--- config.mk ---
export PLATFORM = sky130hd
export DESIGN_NAME = branch_resolve
export DESIGN_NICKNAME = d
export VERILOG_FILES = /design/src/isa_pkg.sv /design/src/ex_pkg.sv /design/src/branch_resolve.sv
export SDC_FILE = /design/constraint.sdc
export NUM_CORES = 1
export LEC_CHECK = 0
export ABC_AREA = 1
export BUFFER_PORTS_ARGS = -buffer_cell sky130_fd_sc_hd__buf_4
export CAP_MARGIN = 30
export CORE_AREA = 2 2 110 112
export DETAILED_ROUTE_END_ITERATION = 7
export DIE_AREA = 0 0 112 114
export PLACE_DENSITY = 0.52
export SLEW_MARGIN = 5
export SYNTH_ARGS = -nofsm -noshare
export SYNTH_HDL_FRONTEND = slang
export SYNTH_SLANG_ARGS = --single-unit
--- constraint.sdc ---
create_clock -name vclk -period 3.4
set_input_delay 0.68 -clock vclk [all_inputs]
set_output_delay 0.68 -clock vclk [all_outputs]
set_load 0.02 [all_outputs]
--- src/isa_pkg.sv ---
// isa definitions for the integer execute stage
// instruction formats, the decoded instruction word,
// function and operand-select codes, branch conditions
package isa_pkg;

	// one struct per instruction format, msb first
	typedef struct packed {
		logic [6:0] funct7;
		logic [4:0] rs2;
		logic [4:0] rs1;
		logic [2:0] funct3;
		logic [4:0] rd;
		logic [6:0] opcode;
	} r_fmt_t;

	typedef struct packed {
		logic [11:0] imm;
		logic [4:0]  rs1;
		logic [2:0]  funct3;
		logic [4:0]  rd;
		logic [6:0]  opcode;
	} i_fmt_t;

	typedef struct packed {
		logic [6:0] imm_hi;
		logic [4:0] rs2;
		logic [4:0] rs1;
		logic [2:0] funct3;
		logic [4:0] imm_lo;
		logic [6:0] opcode;
	} s_fmt_t;

	typedef struct packed {
		logic       imm12;
		logic [5:0] imm10_5;
		logic [4:0] rs2;
		logic [4:0] rs1;
		logic [2:0] funct3;
		logic [3:0] imm4_1;
		logic       imm11;
		logic [6:0] opcode;
	} b_fmt_t;

	typedef struct packed {
		logic [19:0] imm;
		logic [4:0]  rd;
		logic [6:0]  opcode;
	} u_fmt_t;

	typedef struct packed {
		logic       imm20;
		logic [9:0] imm10_1;
		logic       imm11;
		logic [7:0] imm19_12;
		logic [4:0] rd;
		logic [6:0] opcode;
	} j_fmt_t;

	// same 32-bit word, read per format
	typedef union packed {
		r_fmt_t r;
		i_fmt_t i;
		s_fmt_t s;
		b_fmt_t b;
		u_fmt_t u;
		j_fmt_t j;
	} inst_t;

	typedef enum logic [3:0] {
		ALU_ADD    = 4'h0,
		ALU_SUB    = 4'h1,
		ALU_AND    = 4'h2,
		ALU_OR     = 4'h3,
		ALU_XOR    = 4'h4,
		ALU_SLT    = 4'h5,
		ALU_SLTU   = 4'h6,
		ALU_SLL    = 4'h7,
		ALU_SRL    = 4'h8,
		ALU_SRA    = 4'h9,
		ALU_MUL    = 4'ha,
		ALU_MULH   = 4'hb,
		ALU_MULHSU = 4'hc,
		ALU_MULHU  = 4'hd
	} alu_func_t;

	typedef enum logic [1:0] {
		OPA_IS_RS1  = 2'h0,
		OPA_IS_NPC  = 2'h1,
		OPA_IS_PC   = 2'h2,
		OPA_IS_ZERO = 2'h3
	} opa_sel_t;

	typedef enum logic [2:0] {
		OPB_IS_RS2   = 3'h0,
		OPB_IS_I_IMM = 3'h1,
		OPB_IS_S_IMM = 3'h2,
		OPB_IS_B_IMM = 3'h3,
		OPB_IS_U_IMM = 3'h4,
		OPB_IS_J_IMM = 3'h5
	} opb_sel_t;

	// conditional branch funct3
	localparam logic [2:0] BR_BEQ  = 3'b000;
	localparam logic [2:0] BR_BNE  = 3'b001;
	localparam logic [2:0] BR_BLT  = 3'b100;
	localparam logic [2:0] BR_BGE  = 3'b101;
	localparam logic [2:0] BR_BLTU = 3'b110;
	localparam logic [2:0] BR_BGEU = 3'b111;

endpackage

--- src/ex_pkg.sv ---
// execute stage datapath definitions
// widths, queue depths, credit counts and the records
// passed between the execute blocks
package ex_pkg;

	localparam int XLEN        = 32;
	localparam int SHAMT_W     = 5;
	localparam int TAG_W       = 6;
	localparam int MULT_STAGES = 4;
	// multiplier bits consumed per stage
	localparam int MULT_CHUNK  = (2 * XLEN) / MULT_STAGES;
	// one issue credit per slot
	localparam int BUF_DEPTH   = 8;
	localparam int BUS_CREDITS = 2;
	localparam int CNT_W       = 4;

	////////////////////////////////////////
	// records
	////////////////////////////////////////

	// operation as handed over by the issuer
	typedef struct packed {
		logic [TAG_W-1:0]    tag;
		logic [XLEN-1:0]     rs1_value;
		logic [XLEN-1:0]     rs2_value;
		logic [XLEN-1:0]     pc;
		logic [XLEN-1:0]     npc;
		isa_pkg::inst_t      inst;
		isa_pkg::alu_func_t  alu_func;
		isa_pkg::opa_sel_t   opa_sel;
		isa_pkg::opb_sel_t   opb_sel;
		logic                cond_branch;
		logic                uncond_branch;
		logic                predicted_taken;
		logic [XLEN-1:0]     predicted_target;
	} issue_pkt_t;

	// finished value for the result bus
	typedef struct packed {
		logic [TAG_W-1:0] tag;
		logic [XLEN-1:0]  value;
	} result_t;

	// resolved branch for the reorder buffer
	typedef struct packed {
		logic [TAG_W-1:0] tag;
		logic             taken;
		logic             mispredict;
		logic [XLEN-1:0]  target;
	} branch_rec_t;

endpackage

--- src/branch_resolve.sv ---
// branch resolution
// evaluates the condition, picks the target and flags
// a misprediction against the issuer's guess
module branch_resolve (
	input  ex_pkg::issue_pkt_t       issue_pkt,
	input  logic [ex_pkg::XLEN-1:0]  alu_result,
	output ex_pkg::branch_rec_t      branch
);
	import ex_pkg::*;
	import isa_pkg::*;

	logic signed [XLEN-1:0] srs1;
	logic signed [XLEN-1:0] srs2;
	logic                   cond;

	assign srs1 = issue_pkt.rs1_value;
	assign srs2 = issue_pkt.rs2_value;

	always_comb begin
		case (issue_pkt.inst.b.funct3)
			BR_BEQ:  cond = issue_pkt.rs1_value == issue_pkt.rs2_value;
			BR_BNE:  cond = issue_pkt.rs1_value != issue_pkt.rs2_value;
			BR_BLT:  cond = srs1 < srs2;
			BR_BGE:  cond = srs1 >= srs2;
			BR_BLTU: cond = issue_pkt.rs1_value < issue_pkt.rs2_value;
			BR_BGEU: cond = issue_pkt.rs1_value >= issue_pkt.rs2_value;
			default: cond = 1'b0;
		endcase
	end

	always_comb begin
		branch.tag = issue_pkt.tag;
		if (issue_pkt.uncond_branch) begin
			// jumps always go; compare against the predicted target
			branch.taken      = 1'b1;
			branch.target     = alu_result;
			branch.mispredict = alu_result != issue_pkt.predicted_target;
		end else begin
			branch.taken      = cond;
			branch.target     = cond ? alu_result : issue_pkt.npc;
			branch.mispredict = issue_pkt.predicted_taken ^ cond;
		end
	end

endmodule

==> impl_results.md, run 1 <==
- Ports: between 200 and 300
- Hold buffers post-CTS: 0
- Tot Pwr: slightly below 0.8 mW
- Setup crit start kind: input port
- Die Y: roughly 110 um
- Area grow syn2layout: 129%
- Layout cells sized above 1: 0.596
- Pwr dens: roughly 170 nW/um^2
- Mapped Nets: ~630
- Gr usage total: 0.120
- Utilization after layout: 0.402
- Achievable clock frequency: between 0.2 and 0.3 GHz
- Hold endpoint: branch[34]
- Setup CP Type: in2out
- Mapped Cells: 357
- Class of the worst hold path: in2out
- Post-synth top cells: inv_1 (94), nand2_1 (92), ha_1 (32), o21ai_2 (22), xnor2_1 (19)
- Period Utilization, post-route: 1.04
- RSZ-0062 raised after global routing: true
- First-pass GRT wire length: roughly 13000 um
- Routed WL: 8680 um
- Top cell type's share of synthesized area: 0.195
- Initial antenna violation count: 0
- Detailed placement HPWL: 6640 um
- Wire per inst: about 12 um
- Tmin final: between 3 and 4 ns
- Die area: between 10000 and 15000 sq um
- Yosys top cell by area: ha_1
- Core ar.: between 10000 and 15000 sq um
- Vias in the first global route: 2988
- Number of vias per cell: 4.16
- Port bufs: ~200
- Status: finished with violations
- Least-Margin Pin Slew: 0.372 ns
- Final Hold Viols: 0
- MaxCap Viol Count: 0
- Max VDD drop: around 0.077 mV
- Slew Limit Fails: 0
- Mean area per synthesized cell: around 5.8 sq um
- # clk buffers: 0
- Most frequent cell after synthesis: inv_1
- Gr ovfl total: 0
- Sequential area share after synthesis: 0
- Count of different cell masters after synthesis: 24
- Post-DP Area: roughly 3700 sq um
- Startpoint of the worst hold path: issue_pkt[204]
- Finished Cell Area: approximately 4700 sq um
- Routability cong.: about 0.80
- Hold Slack: 1.36 ns
- Fillers: around 1200
- Worst slew margin: 0.750
- Final Non-Filler Cells: ~710
- Leak: between 2 and 3 nW
- Initial DRT Pass Iterations: 4
- Syn Std Cell Area: just over 2000 sq um
- Seq_cells: 0
- Width of the die: between 100 and 150 um
- Iter 0 DRT Violations: 60
- Final net count: between 800 and 900
- Antenna viol nets, final: 0
- Area occupied by multi-input gates: roughly 2200 sq um
- Ranking of synthesized cells by area: ha_1 (20%), inv_1 (17%), nand2_1 (17%)
- Hold depth: 0
- N_diodes: 0
- CP Capture Type: output port
- Failing checks: setup timing
- Cell row count: 40
- DR vias: 2961
- CP arrival: between 2 and 3 ns
- Worst path required time: 2.72 ns
- Setup violators final: 31
- Crit path max fanout: 6
- Yosys Warn Count: 0
- Largest net degree at the start of global routing: 14
- Placed cells: ~700
- Initial Utilization: 0.175
- DRC: 0
- Post-route setup slack: -0.148 ns
- Reg area: 0 sq um
[timing repair]
item                                    4_1_cts  5_1_grt
pin swaps                                    38        8
endpoints found under the setup margin       32       34
cloned                                        6        1
gates resized for setup                     118       66
setup buffers                                10        1
[how the worst max path moves through the flow]
stage                   startpoint          to  cells past startpoint  slack, ns
floorplan           issue_pkt[171]   branch[3]                     13       0.06
global placement    issue_pkt[203]  branch[11]                     17      -0.23
detailed placement  issue_pkt[171]  branch[11]                     18      -0.25
CTS                 issue_pkt[169]  branch[16]                     19      -0.13
global route        issue_pkt[146]  branch[16]                     20      -0.32
finish              issue_pkt[168]  branch[15]                     19      -0.15
[logic make-up (layout without fill, tap and decap cells)]
family	Yosys count	after routing	share of synthesized area
and+or+nand+nor	142	142	0.303
buffers and inverters	107	314	0.229
adders and majority gates	32	32	0.195
xor gates and xnor gates	21	21	0.0896
AOI/OAI and AO/OA	55	55	0.183
[worst max-delay path, cell delays in order]
cell       delay [ns]
buf_6            0.07
inv_2            0.03
ha_4             0.26
nand2_4          0.05
nor2_4           0.11
nand2_2          0.08
nor3b_4          0.22
buf_6            0.15
nand2_8          0.06
nand2_4          0.07
nand2_4          0.05
nand2_4          0.06
nor2_4           0.04
nor2_4           0.12
nand3_4          0.11
buf_12           0.15
bufbuf_16        0.27
o21ai_4          0.14
buf_6            0.13
[report_power, final]
group / internal, mW / switching, mW / total (mW)
clock: 0 / 0 / 0
sequential: 0 / 0 / 0
combinational: 0.433 / 0.362 / 0.795
total: 0.433 / 0.362 / 0.795
[per-stage QoR]
step	worst slack, ns	setup TNS [ns]
5_1_grt	-0.316	-7.70
3_3_place_gp	-0.226	-5.48
4_1_cts	-0.126	-2.94
3_5_place_dp	-0.247	-6.48
6_report	-0.148	-2.73
2_1_floorplan	0.0590	0
[cell usage in the layout, fill, tap and decap left out, types with 15 or more instances in the layout]
| cell | netlist | routed |
|---|---|---|
| buf_4 | 6 | 169 |
| buf_6 | 6 | 39 |
| ha_1 | 32 | 19 |
| inv_1 | 94 | 84 |
| nand2_1 | 92 | 55 |
| nand2_2 | 0 | 20 |
| nand2_4 | 0 | 16 |
| o21ai_2 | 22 | 16 |
| o21ai_4 | 0 | 15 |
| xnor2_1 | 19 | 19 |
[cell type report]
type,instances,area share
Inverter,94,0.0750
Tap cell,147,0.0391
Multi-Input combinational cell,250,0.463
Timing Repair Buffer,220,0.423
[layer usage]
layer  up-vias  track usage  share of wire
li1       1527            -              -
met4         0      0.00650         0.0059
met2        81        0.246           0.56
met1      1345        0.137           0.37
met5         -            0              0
met3         8       0.0165          0.061
(Power assumes the default switching activity.)
==> run 2: changes to the inputs <==
--- a/config.mk
+++ b/config.mk
@@ -11,6 +11,7 @@
 export CORE_AREA = 2 2 110 112
 export DETAILED_ROUTE_END_ITERATION = 7
 export DIE_AREA = 0 0 112 114
+export GPL_TIMING_DRIVEN = 0
 export PLACE_DENSITY = 0.52
 export SLEW_MARGIN = 5
 export SYNTH_ARGS = -nofsm -noshare
==> impl_results.md, run 2 (synthesis gave the netlist of run 1 again) <==
- Width of the die: about 110 um
- CP Capture Type: output port
- Pwr dens: 158 nW/um^2
- Finished Cell Area: between 4000 and 5000 sq um
- Wire per inst: roughly 12 um
- Status: finished with violations
- Ports: between 200 and 300
- Setup CP Type: in2out
- Number of vias per cell: between 4 and 5
- Max stage delay on crit path: about 0.27 ns
- First-pass GRT wire length: about 13000 um
- Seq_cells: 0
- Clock network power share: 0
- Die area: around 13000 sq um
- Total net switching power: 0.313 mW
- Slew Limit Fails: 0
- Routability cong.: 0.803
- Area grow syn2layout: 107%
- P_int: approximately 0.36 mW
- Period Utilization, post-route: 1.02
- Die Y: around 110 um
- Initial antenna violation count: 0
- Area occupied by multi-input gates: 1870 sq um
- Iter 0 DRT Violations: 44
- Detailed placement HPWL: approximately 7300 um
- Worst path required time: 2.72 ns
- Fillers: 1284
- Core ar.: 11700 sq um
- DR vias: slightly below 3000
- Class of the worst hold path: in2out
- Post-DP Area: between 3000 and 4000 sq um
- Max VDD drop: roughly 0.063 mV
- DRC: 0
- Crit-path slowest cell: ha_4
- Setup crit start kind: input port
- Setup violators final: 30
- Antenna viol nets, final: 0
- Tmin final: ~3.5 ns
- Seq pwr share: 0
- CP arrival: 2.77 ns
- Hold Slack: ~1.6 ns
- Crit path launch: issue_pkt[168]
- Least-Margin Pin Slew: roughly 0.42 ns
- # clk buffers: 0
- MaxCap Viol Count: 0
- RSZ-0062 raised after global routing: true
- Final net count: roughly 850
- Layout cells sized above 1: 0.550
- Failing checks: setup timing
- Worst slew margin: 0.717
- Most frequent cells in the layout: buf_4 (196), inv_1 (85), nand2_1 (75)
- N_diodes: 0
- Gr ovfl total: 0
- Crit path max fanout: 7
- Leak: 2.40 nW
- Port bufs: between 200 and 250
- Gr usage total: 0.119
- Reg area: 0 sq um
- Largest net degree at the start of global routing: 11
- Most common cell after layout, fill and taps aside: buf_4
- Most common cell type on the critical path: buf_6
- Hold buffers post-CTS: 0
- Routed WL: ~8500 um
- CP Cell Sequence: buf_6, inv_2, ha_4, nand2_4, nor2_4, nand2_2, nor3b_4, nand2_2, buf_6, o21ai_2, inv_2, nand3_2, nor2_4, nand3_2, buf_8, buf_6, buf_6, nand2_2, o21ai_2, buf_6
- Final Hold Viols: 0
- Placed cells: between 700 and 800
- Cell row count: 40
- Initial DRT Pass Iterations: 4
- Vias in the first global route: 2958
- Utilization after layout: 0.363
- Achievable clock frequency: 0.290 GHz
- Final Non-Filler Cells: roughly 720
- Comb power frac: 1.000
- Switching Share: 0.468
- Critical path endpoint: branch[2]
- Initial Utilization: 0.175
- Post-route setup slack: -0.0534 ns
-- run 2: cell types whose count changed in the layout (fill, tap and decap cells not counted), moves of 2 or more --
cell and delta:
nand2_2 -5, nand2_4 -14, o21ai_4 -15, nand3_4 -3, o21ai_2 +9, buf_8 +2
o21ai_1 +6, buf_16 -4, buf_4 +27, nand3_1 +2, buf_6 -12, buf_12 -5
nand2_1 +20
-- run 2: through the flow --
step	worst slack, ns	power [mW]	setup TNS, ns
global route	-0.223	0.732	-6.04
floorplan	0.0590	0.294	0
CTS	-0.0733	0.646	-1.07
global placement	-0.196	0.573	-5.40
finish	-0.0534	0.670	-0.633
detailed placement	-0.268	0.579	-7.51
-- run 2: worst max-delay path, delay by kind of cell --
family	cells	cell delay (ns)
and+or+nand+nor	9	0.87
buffers and inverters	8	0.79
adders and majority gates	1	0.27
AOI/OAI and AO/OA	2	0.17
-- run 2: final cells by class --
class	count	area share
buffer	13	0.0309
inverter	94	0.0830
tap	147	0.0433
timing repair buffer	214	0.403
multi-input combinational	250	0.440
-- run 2: worst min path at each step --
stage	startpoint	endpoint	slack [ns]	cells past startpoint
after CTS	issue_pkt[207]	branch[37]	1.56	2
after global placement	issue_pkt[206]	branch[36]	1.56	2
after detailed placement	issue_pkt[207]	branch[37]	1.56	2
final	issue_pkt[207]	branch[37]	1.56	2
after floorplan	issue_pkt[204]	branch[34]	1.47	1
after global routing	issue_pkt[206]	branch[36]	1.56	2
-- run 2: what timing repair did --
action,4_1_cts,5_1_grt
cloned,0,1
resized for setup,68,26
buffers inserted,7,1
setup endpoints to repair,33,33
pin swaps,25,9
-- run 2: power groups by stage --
stage / clock, mW / sequential (mW) / combinational [mW]
global route: 0 / 0 / 0.732
finish: 0 / 0 / 0.670
floorplan: 0 / 0 / 0.294
global placement: 0 / 0 / 0.573
detailed placement: 0 / 0 / 0.579
CTS: 0 / 0 / 0.646
-- run 2: routing by layer --
metal  vias to the layer above  part of all wire  global-route usage
li1                       1534                 -                   -
met1                      1296              0.39               0.137
met2                        87              0.55               0.247
met3                         2             0.060              0.0138
met4                         0            0.0032             0.00325
met5                         -                 0                   0
