### config.mk
export PLATFORM = sky130hd
export DESIGN_NAME = int_alu
export DESIGN_NICKNAME = d
export VERILOG_FILES = /design/src/isa_pkg.sv /design/src/ex_pkg.sv /design/src/int_alu.sv
export SDC_FILE = /design/constraint.sdc
export NUM_CORES = 1
export LEC_CHECK = 0
export ABC_CLOCK_PERIOD_IN_PS = 6500
export BUFFER_PORTS_ARGS = -buffer_cell sky130_fd_sc_hd__buf_4
export CAP_MARGIN = 25
export CORE_AREA = 2 2 171 173
export DETAILED_ROUTE_END_ITERATION = 8
export DIE_AREA = 0 0 173 175
export RECOVER_POWER = 50
export SYNTH_ARGS = -nofsm -noshare
export SYNTH_HDL_FRONTEND = slang
export SYNTH_SLANG_ARGS = --single-unit
### constraint.sdc
create_clock -name vclk -period 6.5
set_clock_uncertainty 0.15 [all_clocks]
set_input_delay 0.325 -clock vclk [all_inputs]
set_output_delay 0.325 -clock vclk [all_outputs]
set_load 0.01 [all_outputs]
### src/isa_pkg.sv
// isa definitions for the integer execute stage
// instruction formats, the decoded instruction word,
// function and operand-select codes, branch conditions
package isa_pkg;

	// one struct per instruction format, msb first
	typedef struct packed {
		logic [6:0] funct7;
		logic [4:0] rs2;
		logic [4:0] rs1;
		logic [2:0] funct3;
		logic [4:0] rd;
		logic [6:0] opcode;
	} r_fmt_t;

	typedef struct packed {
		logic [11:0] imm;
		logic [4:0]  rs1;
		logic [2:0]  funct3;
		logic [4:0]  rd;
		logic [6:0]  opcode;
	} i_fmt_t;

	typedef struct packed {
		logic [6:0] imm_hi;
		logic [4:0] rs2;
		logic [4:0] rs1;
		logic [2:0] funct3;
		logic [4:0] imm_lo;
		logic [6:0] opcode;
	} s_fmt_t;

	typedef struct packed {
		logic       imm12;
		logic [5:0] imm10_5;
		logic [4:0] rs2;
		logic [4:0] rs1;
		logic [2:0] funct3;
		logic [3:0] imm4_1;
		logic       imm11;
		logic [6:0] opcode;
	} b_fmt_t;

	typedef struct packed {
		logic [19:0] imm;
		logic [4:0]  rd;
		logic [6:0]  opcode;
	} u_fmt_t;

	typedef struct packed {
		logic       imm20;
		logic [9:0] imm10_1;
		logic       imm11;
		logic [7:0] imm19_12;
		logic [4:0] rd;
		logic [6:0] opcode;
	} j_fmt_t;

	// same 32-bit word, read per format
	typedef union packed {
		r_fmt_t r;
		i_fmt_t i;
		s_fmt_t s;
		b_fmt_t b;
		u_fmt_t u;
		j_fmt_t j;
	} inst_t;

	typedef enum logic [3:0] {
		ALU_ADD    = 4'h0,
		ALU_SUB    = 4'h1,
		ALU_AND    = 4'h2,
		ALU_OR     = 4'h3,
		ALU_XOR    = 4'h4,
		ALU_SLT    = 4'h5,
		ALU_SLTU   = 4'h6,
		ALU_SLL    = 4'h7,
		ALU_SRL    = 4'h8,
		ALU_SRA    = 4'h9,
		ALU_MUL    = 4'ha,
		ALU_MULH   = 4'hb,
		ALU_MULHSU = 4'hc,
		ALU_MULHU  = 4'hd
	} alu_func_t;

	typedef enum logic [1:0] {
		OPA_IS_RS1  = 2'h0,
		OPA_IS_NPC  = 2'h1,
		OPA_IS_PC   = 2'h2,
		OPA_IS_ZERO = 2'h3
	} opa_sel_t;

	typedef enum logic [2:0] {
		OPB_IS_RS2   = 3'h0,
		OPB_IS_I_IMM = 3'h1,
		OPB_IS_S_IMM = 3'h2,
		OPB_IS_B_IMM = 3'h3,
		OPB_IS_U_IMM = 3'h4,
		OPB_IS_J_IMM = 3'h5
	} opb_sel_t;

	// conditional branch funct3
	localparam logic [2:0] BR_BEQ  = 3'b000;
	localparam logic [2:0] BR_BNE  = 3'b001;
	localparam logic [2:0] BR_BLT  = 3'b100;
	localparam logic [2:0] BR_BGE  = 3'b101;
	localparam logic [2:0] BR_BLTU = 3'b110;
	localparam logic [2:0] BR_BGEU = 3'b111;

endpackage

### src/ex_pkg.sv
// execute stage datapath definitions
// widths, queue depths, credit counts and the records
// passed between the execute blocks
package ex_pkg;

	localparam int XLEN        = 32;
	localparam int SHAMT_W     = 5;
	localparam int TAG_W       = 6;
	localparam int MULT_STAGES = 4;
	// multiplier bits consumed per stage
	localparam int MULT_CHUNK  = (2 * XLEN) / MULT_STAGES;
	// one issue credit per slot
	localparam int BUF_DEPTH   = 8;
	localparam int BUS_CREDITS = 2;
	localparam int CNT_W       = 4;

	////////////////////////////////////////
	// records
	////////////////////////////////////////

	// operation as handed over by the issuer
	typedef struct packed {
		logic [TAG_W-1:0]    tag;
		logic [XLEN-1:0]     rs1_value;
		logic [XLEN-1:0]     rs2_value;
		logic [XLEN-1:0]     pc;
		logic [XLEN-1:0]     npc;
		isa_pkg::inst_t      inst;
		isa_pkg::alu_func_t  alu_func;
		isa_pkg::opa_sel_t   opa_sel;
		isa_pkg::opb_sel_t   opb_sel;
		logic                cond_branch;
		logic                uncond_branch;
		logic                predicted_taken;
		logic [XLEN-1:0]     predicted_target;
	} issue_pkt_t;

	// finished value for the result bus
	typedef struct packed {
		logic [TAG_W-1:0] tag;
		logic [XLEN-1:0]  value;
	} result_t;

	// resolved branch for the reorder buffer
	typedef struct packed {
		logic [TAG_W-1:0] tag;
		logic             taken;
		logic             mispredict;
		logic [XLEN-1:0]  target;
	} branch_rec_t;

endpackage

### src/int_alu.sv
// integer ALU, purely combinational
// ten single-cycle functions; multiplies go elsewhere
module int_alu (
	input  logic [ex_pkg::XLEN-1:0] opa,
	input  logic [ex_pkg::XLEN-1:0] opb,
	input  isa_pkg::alu_func_t      func,
	output logic [ex_pkg::XLEN-1:0] result
);
	import ex_pkg::*;
	import isa_pkg::*;

	logic signed [XLEN-1:0] sopa;
	logic signed [XLEN-1:0] sopb;
	logic [SHAMT_W-1:0]     shamt;

	assign sopa  = opa;
	assign sopb  = opb;
	assign shamt = opb[SHAMT_W-1:0];

	always_comb begin
		case (func)
			ALU_ADD:  result = opa + opb;
			ALU_SUB:  result = opa - opb;
			ALU_AND:  result = opa & opb;
			ALU_OR:   result = opa | opb;
			ALU_XOR:  result = opa ^ opb;
			// set-less-than gives 0 or 1
			ALU_SLT:  result = {{(XLEN-1){1'b0}}, sopa < sopb};
			ALU_SLTU: result = {{(XLEN-1){1'b0}}, opa < opb};
			ALU_SLL:  result = opa << shamt;
			ALU_SRL:  result = opa >> shamt;
			ALU_SRA:  result = sopa >>> shamt;
			// mul codes and spare encodings
			default:  result = '0;
		endcase
	end

endmodule

==> results.md, run 1 <==
* Yosys warning total at 0
* Net total in the final layout at 1505
* DRC marker count from the first detailed-route iteration at 1570
* Kind of start point of the critical path: input pin
* Count of instances resized after the clock tree is built at 0
* Hold Crit Start: opb[17]
* Number of inserted diodes at 0
* Kind of critical path: input pin to primary output
* Layout area overhead at 10.2%
* Via total after detailed routing at 10.4k
* Total Power at between 0.8 and 0.9 mW
* Netlist area before placement at 8460 um^2
* Timing-limited maximum frequency at approximately 190 MHz
* Cell count after synthesis at 1325
* Total core area at roughly 28000 um^2
* First-pass GRT wire length at 59400 um
* Vias in the first global route at 9672
* First-pass DRT Iterations at 6
* Post-detailed-routing wire length at roughly 40000 um
* Post-route cell area at 9320 um^2
* Rows at 62
* Via density per instance at 6.07
* Slew Limit Headroom at -15.1%
* Initial standard-cell utilization of the core at 29.8%
* Cell depth of the worst min-delay path at 5
* Number of max-slew violations in the final report at 72
* Total number of sequential cells at 0
* Unrepaired setup endpoints after global routing: false
* Register area at 0 um^2
* Failing checks: max-capacitance violations, max-slew violations
* Sequential-to-total area share from yosys stat at 0%
* Post-detailed-route count of antenna-violating nets at 0
* Syn_area_per_cell at around 6.4 um^2
* Power per Cell Area at 90.4 nW/um^2
* Share of the cycle needed by the critical path after routing at 81.2%
* Width of the die at between 150 and 200 um
* Total of buffers placed on input and output ports at 100
* Worst hold margin at 1.13 ns
* Result of the run: finished, violations left
* Final-layout clock buffer total at 0
* Count of distinct cell types in the synthesized netlist at 76
* DRC viols at 0
* Max_cap viols at 1
* Final period demand of the worst path at 5.28 ns
* Highest fanout seen on the critical path at 71
* Net count after synthesis at 1492
* Fraction of layout cells with a size suffix above 1 at 11.8%
* Static Leak at 4.13 nW
* HPWL after DPL at 31200 um
* Kind of end point of the critical path: primary output
* Final core utilization at 32.8%
* Global router's overall resource usage at 24.8%
* Largest net degree at the start of global routing at 76
* Final Hold Fails at 0
* Routed wire length per instance at 23.0 um
* Ports at 100
* Req. time, crit path at 6.02 ns
* Total cell area at the placement stage at around 9400 um^2
* Die Y-Extent at 175 um
* Antenna violations before repair at 2
* Total of hold buffers inserted after clock tree synthesis at 0
* Arrival @ worst endpoint at approximately 4.8 ns
* Worst hold path type: input pin to primary output
* Setup TNS after final layout at 0 ns
* Post-CTS Setup Bufs at 0
* Total Die Area at just over 30000 um^2
* Final setup violation count at 0
* Slew at the pin closest to its max-slew limit at 1.73 ns
* Residual overflow from global routing at 0
* Maximum vdd ir drop at around 0.000039 V
* Endpoint, Worst Hold: result[17]
* GP Congestion at 1.01
-- stage by stage --
step / cells / setup slack (ns)
after global routing: 1720 / 0.923
after global placement: 1720 / 2.11
after floorplan: 1325 / 2.27
final: 1720 / 1.22
after detailed placement: 1720 / 2.06
after CTS: 1720 / 2.04
-- cell usage after synthesis, types with 12 or more instances --
cell / number / share of area, %
a21oi_1: 135 / 8.0
a21o_1: 20 / 1.8
nor3_1: 16 / 0.95
o21bai_1: 13 / 1.2
o21ai_0: 85 / 5.0
a211oi_1: 34 / 3.0
buf_1: 21 / 0.93
buf_2: 13 / 0.77
o211ai_1: 25 / 2.2
inv_1: 94 / 4.2
nand3_1: 28 / 1.7
or3_1: 13 / 0.96
and3_1: 14 / 1.0
mux4_2: 13 / 3.5
nand2_1: 131 / 5.8
ha_1: 97 / 14
mux2_2: 22 / 2.9
clkbuf_1: 62 / 2.8
nor2_1: 163 / 7.2
a221oi_1: 13 / 1.3
o22ai_1: 12 / 0.89
mux2i_1: 68 / 8.0
o21ai_1: 24 / 1.4
a31oi_1: 15 / 1.1
nand2b_1: 16 / 1.2
-- critical path, cell delays in order --
cell	delay, ns
clkbuf_1	0.53
clkbuf_2	1.35
a21oi_1	0.33
o221ai_1	0.52
o22ai_1	0.21
or4_1	0.58
a21oi_1	0.32
o211ai_1	0.17
o2bb2ai_1	0.17
nand2_1	0.08
buf_4	0.15
-- where the power goes --
part | total (mW) | internal [mW] | switching, mW
registers | 0 | 0 | 0
logic | 0.843 | 0.302 | 0.541
clock network | 0 | 0 | 0
total | 0.843 | 0.302 | 0.541
-- metal layers --
metal | vias to the layer above | wire length [um] | GRT usage [%] | share of wire (%)
li1 | 4865 | - | - | -
met1 | 4918 | 16800 | 33.8 | 42
met2 | 567 | 17800 | 40.1 | 45
met3 | 81 | 3620 | 4.07 | 9.1
met4 | 2 | 1370 | 7.66 | 3.5
met5 | - | 17 | 0 | 0.043
-- cells by family after synthesis --
logic type	count (synthesis)	synth area share (%)
AOI/OAI and AO/OA	478	36.8
xor gates and xnor gates	15	1.55
adders and majority gates	99	14.8
buffers and inverters	202	9.51
muxes	105	14.8
and+or+nand+nor	426	22.5
-- area by class of cell --
class	instances	area (um^2)
repair buffers	113	805
well taps	384	480
fillers	3197	19100
inverters	100	375
multi-input cells	1123	7660
-- worst max path at each step --
stage / start / end / slack, ns / cells past startpoint
after global placement: opb[2] / result[27] / 2.11 / 13
after global routing: opb[0] / result[25] / 0.92 / 11
final: opb[0] / result[25] / 1.22 / 11
after CTS: opb[1] / result[29] / 2.04 / 14
after floorplan: opb[2] / result[14] / 2.27 / 15
after detailed placement: opb[1] / result[29] / 2.06 / 14
-- cell usage in the layout, fill, tap and decap left out, types with 11 or more instances in the layout --
cell      instances
inv_1            94
clkbuf_1         11
o211ai_1         25
o22ai_1          12
o21bai_1         13
a21oi_1         135
mux2i_1          68
nand2_1         131
a211oi_1         34
nor2_1          163
or3_1            13
a31oi_1          15
nand2b_1         16
mux4_2           13
a21o_1           20
buf_4           101
mux2_2           21
ha_1             97
o21ai_0          88
and3_1           14
nor3_1           15
nand3_1          28
o21ai_1          21
a221oi_1         13
Power figures use the tool's default switching activity.
==> run 2: changes to the inputs <==
ABC_CLOCK_PERIOD_IN_PS = 4600   (was 6500)
clock period = 4.6 ns   (was 6.5 ns; I/O delays follow)
==> run 2 against run 1 <==
The flow now finishes without violations. Sequential cell count unchanged. Cell count rose by 0.81%. Count of clock-buffer cells in the layout unchanged. Sequential share of layout area unchanged. Combinational power grew 42%. Setup slack worse by 0.74 ns. Critical path type unchanged. Highest routed layer is now met4. Total power up 42%. Cell area grew 1.4%. Via count rose by 2.5%. Core utilization grew 0.45 points.
==> results.md, run 2 (synthesis gave the netlist of run 1 again) <==
* Highest fanout seen on the critical path at 32 (-55%)
* Post-detailed-route count of antenna-violating nets at 0 (unchanged)
* Kind of cell with the highest combined delay on the critical path: buffers and inverters
* Non-filler instance count after layout at 1734 (+0.81%)
* Final core utilization at 33.3% (+0.45 points)
* Via total after detailed routing at 10.7k (+2.5%)
* Final Hold Fails at 0 (unchanged)
* GP Congestion at 1.02 (+1.6%)
* Leading cell types in the layout, fill and taps excluded: nor2_1 (163), a21oi_1 (135), nand2_1 (131), buf_4 (121), ha_1 (97)
* Post-CTS Setup Bufs at 0 (unchanged)
* Antenna violations before repair at 1 (-1)
* Layout area overhead at 11.7%
* Post-detailed-routing wire length at 40600 um (+2.6%)
* Most common cell after layout, fill and taps aside: nor2_1
* Count of instances resized after the clock tree is built at 0 (unchanged)
* HPWL after DPL at 31700 um (+1.7%)
* Largest net degree at the start of global routing at 86 (+13%)
* Kind of start point of the critical path: input pin
* First-pass DRT Iterations at 6 (unchanged)
* Final-layout clock buffer total at 0 (unchanged)
* Worst stage delay on the critical path at 0.70 ns (-0.65 ns)
* Ports at 100 (unchanged)
* Slew Limit Headroom at 31.1% (+46 points)
* Slew at the pin closest to its max-slew limit at 1.03 ns (-0.694 ns)
* Total cell area at the placement stage at 9460 um^2 (+1.0%)
* Total number of sequential cells at 0 (unchanged)
* Global router's overall resource usage at 25.5% (+0.69 points)
* Kind of end point of the critical path: primary output
* Unrepaired setup endpoints after global routing: false
* Final period demand of the worst path at 4.11 ns
* Max_cap viols at 0 (-1)
* Worst hold path type: input pin to primary output
* Total of buffers placed on input and output ports at 100 (unchanged)
* Total Die Area at 30300 um^2 (unchanged)
* Combined buffer and inverter count along the critical path at 3 (unchanged)
* Maximum vdd ir drop at 0.0000577 V (+46%)
* Timing-limited maximum frequency at 243 MHz
* Register area at 0 um^2 (unchanged)
* DRC marker count from the first detailed-route iteration at 1178 (-25%)
* Worst slack at placement at 0.687 ns (-1.37 ns)
* Req. time, crit path at 4.22 ns (-1.80 ns)
* Setup ws final at 0.486 ns (-0.736 ns)
* Arrival @ worst endpoint at 3.73 ns (-1.07 ns)
* Die Y-Extent at 175 um (unchanged)
* Result of the run: finished, final reports clean
* Final setup violation count at 0 (unchanged)
* Max stage delay cell, worst path: clkbuf_2
* # fillers at 3232 (+1.1%)
* Most common cell on crit path: buf_4
* Total core area at 28400 um^2 (unchanged)
* Via density per instance at 6.17 (+1.7%)
* Vias in the first global route at 10.2k (+5.2%)
* Total Power at 1.20 mW (+42%)
* Static Leak at 4.23 nW (+2.4%)
* Worst hold margin at 0.963 ns (-0.166 ns)
* Initial standard-cell utilization of the core at 29.8% (unchanged)
* Routed wire length per instance at 23.4 um (+1.8%)
* Rows at 62 (unchanged)
* Power per Cell Area at 127 nW/um^2 (+41%)
* Critical path cell sequence: buf_4, clkbuf_2, mux2_1, mux2i_1, mux2_2, nor2_1, or4_1, a21oi_1, o211ai_1, o2bb2ai_1, nand2_1, buf_4
* Share of the cycle needed by the critical path after routing at roughly 90%
* Net total in the final layout at 1519 (+0.93%)
* Residual overflow from global routing at 0 (unchanged)
* Width of the die at 173 um (unchanged)
* DP Cell Count at 1733 (+0.76%)
* Kind of critical path: input pin to primary output
* Total of hold buffers inserted after clock tree synthesis at 0 (unchanged)
* Setup TNS after final layout at 0 ns (unchanged)
* Post-route cell area at 9450 um^2 (+1.4%)
* Number of inserted diodes at 0 (unchanged)
* Fraction of layout cells with a size suffix above 1 at 13.0% (+1.2 points)
* First-pass GRT wire length at 61200 um (+3.1%)
* Number of max-slew violations in the final report at 0 (-100%)
* DRC viols at 0 (unchanged)
-- run 2: report_power, final --
part	switching, mW	leakage [nW]	internal, mW
Sequential	0	0	0
Clock	0	0	0
Combinational	0.762	4.23	0.439
Total	0.762	4.23	0.439
-- run 2: layout make-up --
type / count / area [um^2] / share of cell area, %
repair buffers: 127 / 941 / 9.96
well taps: 384 / 480 / 5.09
multi-input cells: 1123 / 7650 / 81.0
inverters: 100 / 375 / 3.97
-- run 2: path summary, 6_finish.rpt --
check	end	slack, ns	start	depth (start not counted)
worst max-delay path	result[25]	0.49	opb[0]	12
worst min-delay path	result[30]	0.96	opb[29]	5
-- run 2: metal layers --
layer | up-vias | track usage [%] | share of wire [%]
met4 | 0 | 9.68 | 4.5
met2 | 631 | 42.8 | 46
li1 | 4896 | - | -
met1 | 5071 | 33.7 | 41
met5 | - | 0 | 0
met3 | 100 | 2.74 | 8.6
