`src/isa_pkg.sv`:
```
// isa definitions for the integer execute stage
// instruction formats, the decoded instruction word,
// function and operand-select codes, branch conditions
package isa_pkg;

	// one struct per instruction format, msb first
	typedef struct packed {
		logic [6:0] funct7;
		logic [4:0] rs2;
		logic [4:0] rs1;
		logic [2:0] funct3;
		logic [4:0] rd;
		logic [6:0] opcode;
	} r_fmt_t;

	typedef struct packed {
		logic [11:0] imm;
		logic [4:0]  rs1;
		logic [2:0]  funct3;
		logic [4:0]  rd;
		logic [6:0]  opcode;
	} i_fmt_t;

	typedef struct packed {
		logic [6:0] imm_hi;
		logic [4:0] rs2;
		logic [4:0] rs1;
		logic [2:0] funct3;
		logic [4:0] imm_lo;
		logic [6:0] opcode;
	} s_fmt_t;

	typedef struct packed {
		logic       imm12;
		logic [5:0] imm10_5;
		logic [4:0] rs2;
		logic [4:0] rs1;
		logic [2:0] funct3;
		logic [3:0] imm4_1;
		logic       imm11;
		logic [6:0] opcode;
	} b_fmt_t;

	typedef struct packed {
		logic [19:0] imm;
		logic [4:0]  rd;
		logic [6:0]  opcode;
	} u_fmt_t;

	typedef struct packed {
		logic       imm20;
		logic [9:0] imm10_1;
		logic       imm11;
		logic [7:0] imm19_12;
		logic [4:0] rd;
		logic [6:0] opcode;
	} j_fmt_t;

	// same 32-bit word, read per format
	typedef union packed {
		r_fmt_t r;
		i_fmt_t i;
		s_fmt_t s;
		b_fmt_t b;
		u_fmt_t u;
		j_fmt_t j;
	} inst_t;

	typedef enum logic [3:0] {
		ALU_ADD    = 4'h0,
		ALU_SUB    = 4'h1,
		ALU_AND    = 4'h2,
		ALU_OR     = 4'h3,
		ALU_XOR    = 4'h4,
		ALU_SLT    = 4'h5,
		ALU_SLTU   = 4'h6,
		ALU_SLL    = 4'h7,
		ALU_SRL    = 4'h8,
		ALU_SRA    = 4'h9,
		ALU_MUL    = 4'ha,
		ALU_MULH   = 4'hb,
		ALU_MULHSU = 4'hc,
		ALU_MULHU  = 4'hd
	} alu_func_t;

	typedef enum logic [1:0] {
		OPA_IS_RS1  = 2'h0,
		OPA_IS_NPC  = 2'h1,
		OPA_IS_PC   = 2'h2,
		OPA_IS_ZERO = 2'h3
	} opa_sel_t;

	typedef enum logic [2:0] {
		OPB_IS_RS2   = 3'h0,
		OPB_IS_I_IMM = 3'h1,
		OPB_IS_S_IMM = 3'h2,
		OPB_IS_B_IMM = 3'h3,
		OPB_IS_U_IMM = 3'h4,
		OPB_IS_J_IMM = 3'h5
	} opb_sel_t;

	// conditional branch funct3
	localparam logic [2:0] BR_BEQ  = 3'b000;
	localparam logic [2:0] BR_BNE  = 3'b001;
	localparam logic [2:0] BR_BLT  = 3'b100;
	localparam logic [2:0] BR_BGE  = 3'b101;
	localparam logic [2:0] BR_BLTU = 3'b110;
	localparam logic [2:0] BR_BGEU = 3'b111;

endpackage

```
`src/ex_pkg.sv`:
```
// execute stage datapath definitions
// widths, queue depths, credit counts and the records
// passed between the execute blocks
package ex_pkg;

	localparam int XLEN        = 32;
	localparam int SHAMT_W     = 5;
	localparam int TAG_W       = 6;
	localparam int MULT_STAGES = 4;
	// multiplier bits consumed per stage
	localparam int MULT_CHUNK  = (2 * XLEN) / MULT_STAGES;
	// one issue credit per slot
	localparam int BUF_DEPTH   = 8;
	localparam int BUS_CREDITS = 2;
	localparam int CNT_W       = 4;

	////////////////////////////////////////
	// records
	////////////////////////////////////////

	// operation as handed over by the issuer
	typedef struct packed {
		logic [TAG_W-1:0]    tag;
		logic [XLEN-1:0]     rs1_value;
		logic [XLEN-1:0]     rs2_value;
		logic [XLEN-1:0]     pc;
		logic [XLEN-1:0]     npc;
		isa_pkg::inst_t      inst;
		isa_pkg::alu_func_t  alu_func;
		isa_pkg::opa_sel_t   opa_sel;
		isa_pkg::opb_sel_t   opb_sel;
		logic                cond_branch;
		logic                uncond_branch;
		logic                predicted_taken;
		logic [XLEN-1:0]     predicted_target;
	} issue_pkt_t;

	// finished value for the result bus
	typedef struct packed {
		logic [TAG_W-1:0] tag;
		logic [XLEN-1:0]  value;
	} result_t;

	// resolved branch for the reorder buffer
	typedef struct packed {
		logic [TAG_W-1:0] tag;
		logic             taken;
		logic             mispredict;
		logic [XLEN-1:0]  target;
	} branch_rec_t;

endpackage

```
`src/ex_control.sv`:
```
// execute stage control
// registers the ALU result, orders it behind a multiply
// finishing in the same cycle, keeps the bus credits and
// drains the buffer onto the result bus
module ex_control (
	input  logic            clock,
	input  logic            rst_n,
	input  logic            issue_valid,
	input  logic            issue_is_mult,
	input  logic            alu_done,
	input  ex_pkg::result_t alu_result,
	input  logic            mult_done,
	input  ex_pkg::result_t mult_result,
	input  logic            head_valid,
	input  logic            bus_credit,
	output logic            wr_a,
	output ex_pkg::result_t data_a,
	output logic            wr_b,
	output ex_pkg::result_t data_b,
	output logic            pop,
	output logic            issue_credit,
	output logic            complete_valid
);
	import ex_pkg::*;

	logic             alu_q_valid;
	result_t          alu_q;
	logic [CNT_W-1:0] bus_cnt;

	////////////////////////////////////////
	// non-multiply result register
	////////////////////////////////////////
	always_ff @(posedge clock or negedge rst_n) begin
		if (!rst_n) begin
			alu_q_valid <= 1'b0;
		end else begin
			alu_q_valid <= issue_valid && !issue_is_mult;
		end
	end

	always_ff @(posedge clock) begin
		alu_q.tag <= alu_result.tag;
		// spare function codes complete with zero
		alu_q.value <= alu_done ? alu_result.value : '0;
	end

	// multiply takes port a, ALU result slides to port b
	assign wr_a   = mult_done || alu_q_valid;
	assign data_a = mult_done ? mult_result : alu_q;
	assign wr_b   = mult_done && alu_q_valid;
	assign data_b = alu_q;

	////////////////////////////////////////
	// bus credits and drain
	////////////////////////////////////////
	assign pop = head_valid && (bus_cnt != '0);

	always_ff @(posedge clock or negedge rst_n) begin
		if (!rst_n) begin
			bus_cnt <= CNT_W'(BUS_CREDITS);
		end else begin
			bus_cnt <= bus_cnt + {{(CNT_W-1){1'b0}}, bus_credit}
				- {{(CNT_W-1){1'b0}}, pop};
		end
	end

	// each drained slot goes back to the issuer
	assign issue_credit   = pop;
	assign complete_valid = pop;

endmodule

```
`config.mk`:
```
export PLATFORM = sky130hd
export DESIGN_NAME = ex_control
export DESIGN_NICKNAME = d
export VERILOG_FILES = /design/src/isa_pkg.sv /design/src/ex_pkg.sv /design/src/ex_control.sv
export SDC_FILE = /design/constraint.sdc
export NUM_CORES = 1
export LEC_CHECK = 0
export ABC_AREA = 1
export BUFFER_PORTS_ARGS = -buffer_cell sky130_fd_sc_hd__clkbuf_2
export CELL_PAD_IN_SITES_DETAIL_PLACEMENT = 1
export CELL_PAD_IN_SITES_GLOBAL_PLACEMENT = 2
export CORE_AREA = 10 10 116 118
export DETAILED_ROUTE_END_ITERATION = 10
export DIE_AREA = 0 0 126 128
export PLACE_DENSITY_LB_ADDON = 0.1
export SYNTH_ARGS = -nofsm -noshare
export SYNTH_HDL_FRONTEND = slang
export SYNTH_SLANG_ARGS = --single-unit
export TNS_END_PERCENT = 100
```
`constraint.sdc`:
```
create_clock -name clock -period 2.2 [get_ports clock]
set_input_delay 0.11 -clock clock [delete_from_list [all_inputs] [get_ports clock]]
set_output_delay 0.11 -clock clock [all_outputs]
set_load 0.01 [all_outputs]
```
==> out/qor.txt, run 1 <==
Slew @ Worst Pin: 683 ps
Fin. Hold Viols: 0
CP Class: flip-flop to flip-flop
chip width: 126 um
final core occ: 0.268
crit-path cells: inv_1 -> a31oi_1 -> ha_1 -> inv_1 -> ha_1 -> inv_1 -> fa_1 -> xnor2_1
Worst slew margin: 0.545
# port buffers: 164
RSZ-0062 raised after global routing: false
DRC: 0
Tmin final: 1970 ps
kind of end point of the critical path: flip-flop
CTS Buf Count: 5
Ports: 165
Die Ht: 128 um
max cap viols: 0
RePlAce Congestion: 0.693
global-route wire length before repair: 12500 um
Layout area overhead: 63.5%
hpwl dp: 6430 um
vias: 2101
leakage power: 1.98 nW
CP Launch Type: flip-flop
diode count: 0
root buffer cell: clkbuf_16
Clk Latency, worst-skew pair: 270 ps
Mapped Cells: 266
crit path DAT: 2130 ps
H-tree depth: 2
#FFs+latches synth: 43
Core Footprint: 11200 um2
library cells used by synthesis: 17
Most common cell on crit path: inv_1
pins over their slew limit: 0
Via density: 3.63
Critical Path RT: 2360 ps
Final Cycle Share: 0.893
CTS resizes: 0
initial antenna violation count: 1
Yosys warning total: 0
initial core utilization: 0.164
GR Overflow Total: 0
pre-CTS WS: 212 ps
most frequent cells in the layout: 164 x clkbuf_2, 150 x nand2_1, 45 x inv_1, 38 x dfxtp_1, 9 x dlygate4sd3_1
power per cell area: 752 nW/um2
post-CTS setup buffers: 0
Iteration-0 DRC Markers: 28
fillers: 1455
sequential element share of the synthesized area: 0.482
Largest stage delay, worst path: 560 ps
Final Routed Wirelength: 7760 um
max frequency: 0.509 GHz
vias in the first global route: 2437
status: finished, final reports clean
Final WS setup: 235 ps
commonest non-fill, non-tap cell in the layout: clkbuf_2
Max Fanout on Critical Path: 3
Sink Count: 43
CTS tree: built
largest net degree at the start of global routing: 33
fraction of layout cells with a size suffix above 1: 0.401
worst min-delay path category: input pin to flip-flop
Max Buffers Root-to-Sink: 2
TNS Setup: 0 ps
Clock Skews: 0.455 ps
Post-Syn Nets: 356
Avg WL per Cell: 13.4 um
gr usage total: 0.0957
Rows: 39
NumNets Final: 525
Synth Area per Inst: 6.92 um2
VDD IR-drop max: 297 uV
post-synth design cell area: 1840 um2
1st-pass router iterations: 4
post-route ant nets: 0
Slowest-stage cell, CP: dfstp_2
die area: 16100 um2
Clk pin slew, worst setup/hold paths: 60 ps
Finish-stage setup viols: 0
## where the power goes
part           internal (mW)  switching [mW]  total [mW]  leakage [nW]
Combinational          0.290           0.347       0.637          1.54
Clock                  0.420           0.296       0.716        0.0679
Sequential             0.871          0.0378       0.908         0.376
Total                   1.58           0.681        2.26          1.98
## state kept, by name, indices dropped and copies added (netlist names)
register / flops
data_b: 38
bus_cnt: 4
alu_q_valid: 1
## what timing repair did
item	in CTS	in global routing
hold endpoints to repair	13	0
endpoints found under the setup margin	0	0
hold buffers	9	0
## metrics by stage
stage               hold slack [ps]  power (mW)  instance area (um2)  instances
finish                         7.81        2.26                 3010        579
global route                   7.44        2.46                 3010        579
CTS                           0.464        2.34                 3010        579
detailed placement            -58.0        1.57                 2780        562
global placement              -59.9        1.55                 2780        562
floorplan                      -186        1.31                 1840        266
## worst max-delay path: cells and delay by family, from the launching register on
kind / cells / cell delay (ps)
adder cells (fa/ha/maj): 3 / 800
buffers and inverters: 3 / 170
flip-flops: 1 / 560
AO/OA/AOI/OAI: 1 / 190
XOR/XNOR: 1 / 130
## cells by family (layout without fill, tap and decap cells)
logic type                 Yosys count  in the layout  share of synthesized area
DFF                                 43             43                      0.482
AOI/OAI and AO/OA                    1              1                    0.00340
adders and majority gates            6              6                     0.0449
and+or+nand+nor                    155            155                      0.320
buffers and inverters               60            230                      0.145
xor gates and xnor gates             1              1                    0.00476
## per-layer routing
metal  global-route usage  part of all wire  up-vias
li1                     -                 -     1091
met1               0.0938              0.37      916
met2                0.173              0.51       86
met3               0.0538              0.11        6
met4               0.0201            0.0064        2
met5                    0            0.0014        -
## final timing paths
kind | start | cells after the start | to | slack (ps)
min | alu_result[1] | 3 | data_b[1] | 8
max reg2reg | bus_cnt[1] | 8 | bus_cnt[2] | 230
max in group asynchronous | rst_n | 2 | bus_cnt[1] | 1790
max | bus_cnt[1] | 8 | bus_cnt[2] | 230
min in group asynchronous | rst_n | 2 | bus_cnt[3] | 190
min reg2reg | bus_cnt[3] | 4 | bus_cnt[3] | 680
## synth_stat cells
cell type | instances | area, um2
nand4_1 | 1 | 6.26
nor2_1 | 1 | 3.75
inv_2 | 1 | 3.75
dfrtp_1 | 4 | 100
or2_1 | 1 | 6.26
nand2_1 | 150 | 563
fa_1 | 1 | 20.0
xnor2_1 | 1 | 8.76
nand3_1 | 2 | 10.0
inv_1 | 45 | 169
dfxtp_1 | 38 | 761
buf_6 | 3 | 33.8
a31oi_1 | 1 | 6.26
ha_1 | 5 | 62.6
dfstp_2 | 1 | 26.3
buf_2 | 9 | 45.0
buf_4 | 2 | 15.0
## final cells by class
class,count,area (um2),area share
flip-flops and latches,43,887,0.295
clock buffers,7,133,0.0441
multi-input cells,163,687,0.228
repair buffers,176,946,0.314
well taps,143,179,0.0595
inverters,46,173,0.0574
clock inverters,1,5.00,0.00166
No activity file was read; power rests on OpenSTA's default activity.
==> inputs of run 2 (changes only) <==
--- a/config.mk
+++ b/config.mk
@@ -13,6 +13,7 @@
 export DETAILED_ROUTE_END_ITERATION = 10
 export DIE_AREA = 0 0 126 128
 export PLACE_DENSITY_LB_ADDON = 0.1
+export SETUP_SLACK_MARGIN = 0.4
 export SYNTH_ARGS = -nofsm -noshare
 export SYNTH_HDL_FRONTEND = slang
 export SYNTH_SLANG_ARGS = --single-unit
==> run 2 against run 1 <==
Sequential share of layout area down 0.67 points. Worst setup slack better by 150 ps. Count of clock-buffer cells in the layout unchanged. First-iteration DRC count up 18%.
==> out/qor.txt, run 2 (synthesized netlist as in run 1, its figures left out) <==
status: finished, final reports clean
Critical Path RT: 2420 ps (+60 ps)
crit-path cells: inv_2 -> ha_4 -> a31oi_4 -> ha_4 -> inv_4 -> ha_4 -> inv_2 -> fa_2 -> inv_2
power per cell area: 787 nW/um2 (+4.7%)
Psw: 749 uW (+10%)
Avg WL per Cell: 13.3 um (-0.59%)
largest net degree at the start of global routing: 41 (+24%)
Slowest-stage cell, CP: fa_2
Final Cycle Share: 0.825 (-0.0681)
gr usage total: 0.0964 (+0.000628)
initial antenna violation count: 0 (-1)
kind of end point of the critical path: flip-flop
placed cells: 560 (-0.36%)
CP Class: flip-flop to flip-flop
Clk pin slew, worst setup/hold paths: 60 ps (about the same)
Rows: 39 (unchanged)
max FFs per register: 38 (unchanged)
Sink Count: 43 (unchanged)
pre-CTS WS: 211 ps (-1.36 ps)
CP Launch Type: flip-flop
area of the multi-input gates: 742 um2 (+8.0%)
commonest non-fill, non-tap cell in the layout: clkbuf_2
Clock Power Share: 0.295 (-0.022)
Max Buffers Root-to-Sink: 2 (unchanged)
diode count: 0 (unchanged)
part of the power in registers: 0.374 (-0.028)
1st-pass router iterations: 4 (unchanged)
Final WS setup: 384 ps (+150 ps)
Core Footprint: 11200 um2 (unchanged)
Clock Skews: 0.275 ps (-0.180 ps)
die area: 16100 um2 (unchanged)
pins over their slew limit: 0 (unchanged)
Fin. Hold Viols: 0 (unchanged)
Layout area overhead: 67.3%
hpwl dp: 6300 um (-2.1%)
post-route ant nets: 0 (unchanged)
fin cells: 582 (+0.52%)
VDD IR-drop max: 292 uV (-1.7%)
initial core utilization: 0.164 (unchanged)
NumNets Final: 528 (+0.57%)
RSZ-0062 raised after global routing: true
final core occ: 0.274 (+0.00624)
chip width: 126 um (unchanged)
worst min-delay path category: input pin to flip-flop
crit path DAT: 2040 ps (-90 ps)
RePlAce Congestion: 0.731 (+5.4%)
DRC: 0 (unchanged)
Pint: 1.67 mW (+5.9%)
Design Area, Final: 3080 um2 (+2.3%)
Ports: 165 (unchanged)
overall power: 2.42 mW (+7.1%)
Die Ht: 128 um (unchanged)
vias in the first global route: 2403 (-1.4%)
Finish-stage setup viols: 0 (unchanged)
vias: 2098 (-0.14%)
Max Fanout on Critical Path: 2 (-1)
switching share of power: 0.309 (+0.00825)
WHS: 8.54 ps (+0.728 ps)
leakage power: 1.98 nW (+0.24%)
most frequent cells in the layout: 164 x clkbuf_2, 150 x nand2_1, 39 x inv_1, 38 x dfxtp_1, 10 x dlygate4sd3_1
global-route wire length before repair: 12400 um (-0.50%)
Placed Area: 2770 um2 (-0.36%)
R2R Setup Slk: 380 ps (+150 ps)
H-tree depth: 2 (unchanged)
Via density: 3.60 (-0.66%)
Comb power frac: 0.330 (+0.048)
fraction of layout cells with a size suffix above 1: 0.428 (+0.0269)
Tmin final: 1820 ps (-150 ps)
register area: 887 um2 (unchanged)
max frequency: 0.551 GHz (+8.3%)
TNS Setup: 0 ps (unchanged)
Largest stage delay, worst path: 520 ps (-40 ps)
Worst slew margin: 0.539 (-0.00552)
CTS Buf Count: 5 (unchanged)
Final Routed Wirelength: 7750 um (about the same)
max cap viols: 0 (unchanged)
Iteration-0 DRC Markers: 33 (+18%)
root buffer cell: clkbuf_16
# port buffers: 164 (unchanged)
Clk Latency, worst-skew pair: 280 ps (about the same)
Slew @ Worst Pin: 691 ps (+8.28 ps)
CTS tree: built
GR Overflow Total: 0 (unchanged)
fillers: 1450 (-0.34%)
run 2: cell count changes in the layout (fill, tap and decap cells not counted), sizes merged:
cell and change:
buf +2, dlygate4sd3 +1
run 2: worst paths after layout:
| path | depth (start not counted) | to | startpoint |
|---|---|---|---|
| max in group asynchronous | 2 | bus_cnt[1] | rst_n |
| setup / recovery | 9 | bus_cnt[1] | bus_cnt[3] |
| hold reg to reg | 4 | bus_cnt[3] | bus_cnt[2] |
| setup reg to reg | 9 | bus_cnt[1] | bus_cnt[3] |
| hold / removal | 3 | data_b[16] | alu_result[16] |
| min in group asynchronous | 2 | bus_cnt[3] | rst_n |
run 2: timing repair:
item	4_1_cts	5_1_grt
hold buffers	10	0
pin swaps	4	2
setup buffers	4	0
endpoints found under the hold margin	14	0
gates resized for setup	7	4
setup endpoints to repair	2	3
run 2: layout make-up:
cell class,instances,share of cell area
clock inverters,1,0.00163
inverters,46,0.0569
multi-input cells,163,0.241
flip-flops and latches,43,0.288
repair buffers,179,0.311
well taps,143,0.0581
clock buffers,7,0.0431
run 2: layer usage:
metal	GRT usage	vias up	wire (um)
li1	-	1097	-
met1	0.0987	896	3120
met2	0.172	97	3790
met3	0.0376	8	705
met4	0.0402	0	131
met5	0	-	0
run 2: power groups by stage:
stage / clock network (mW) / logic, mW / registers, mW
2_1_floorplan: 0 / 0.395 / 0.939
6_report: 0.716 / 0.800 / 0.907
4_1_cts: 0.760 / 0.794 / 0.905
3_3_place_gp: 0 / 0.647 / 0.924
3_5_place_dp: 0 / 0.674 / 0.929
5_1_grt: 0.783 / 0.928 / 0.916
run 2: critical path: cells and delay by family (launching register included):
kind | cells | cell delay, ps
adder cells (fa/ha/maj) | 4 | 1040
AO/OA/AOI/OAI | 1 | 200
buffers and inverters | 4 | 160
flip-flops | 1 | 340
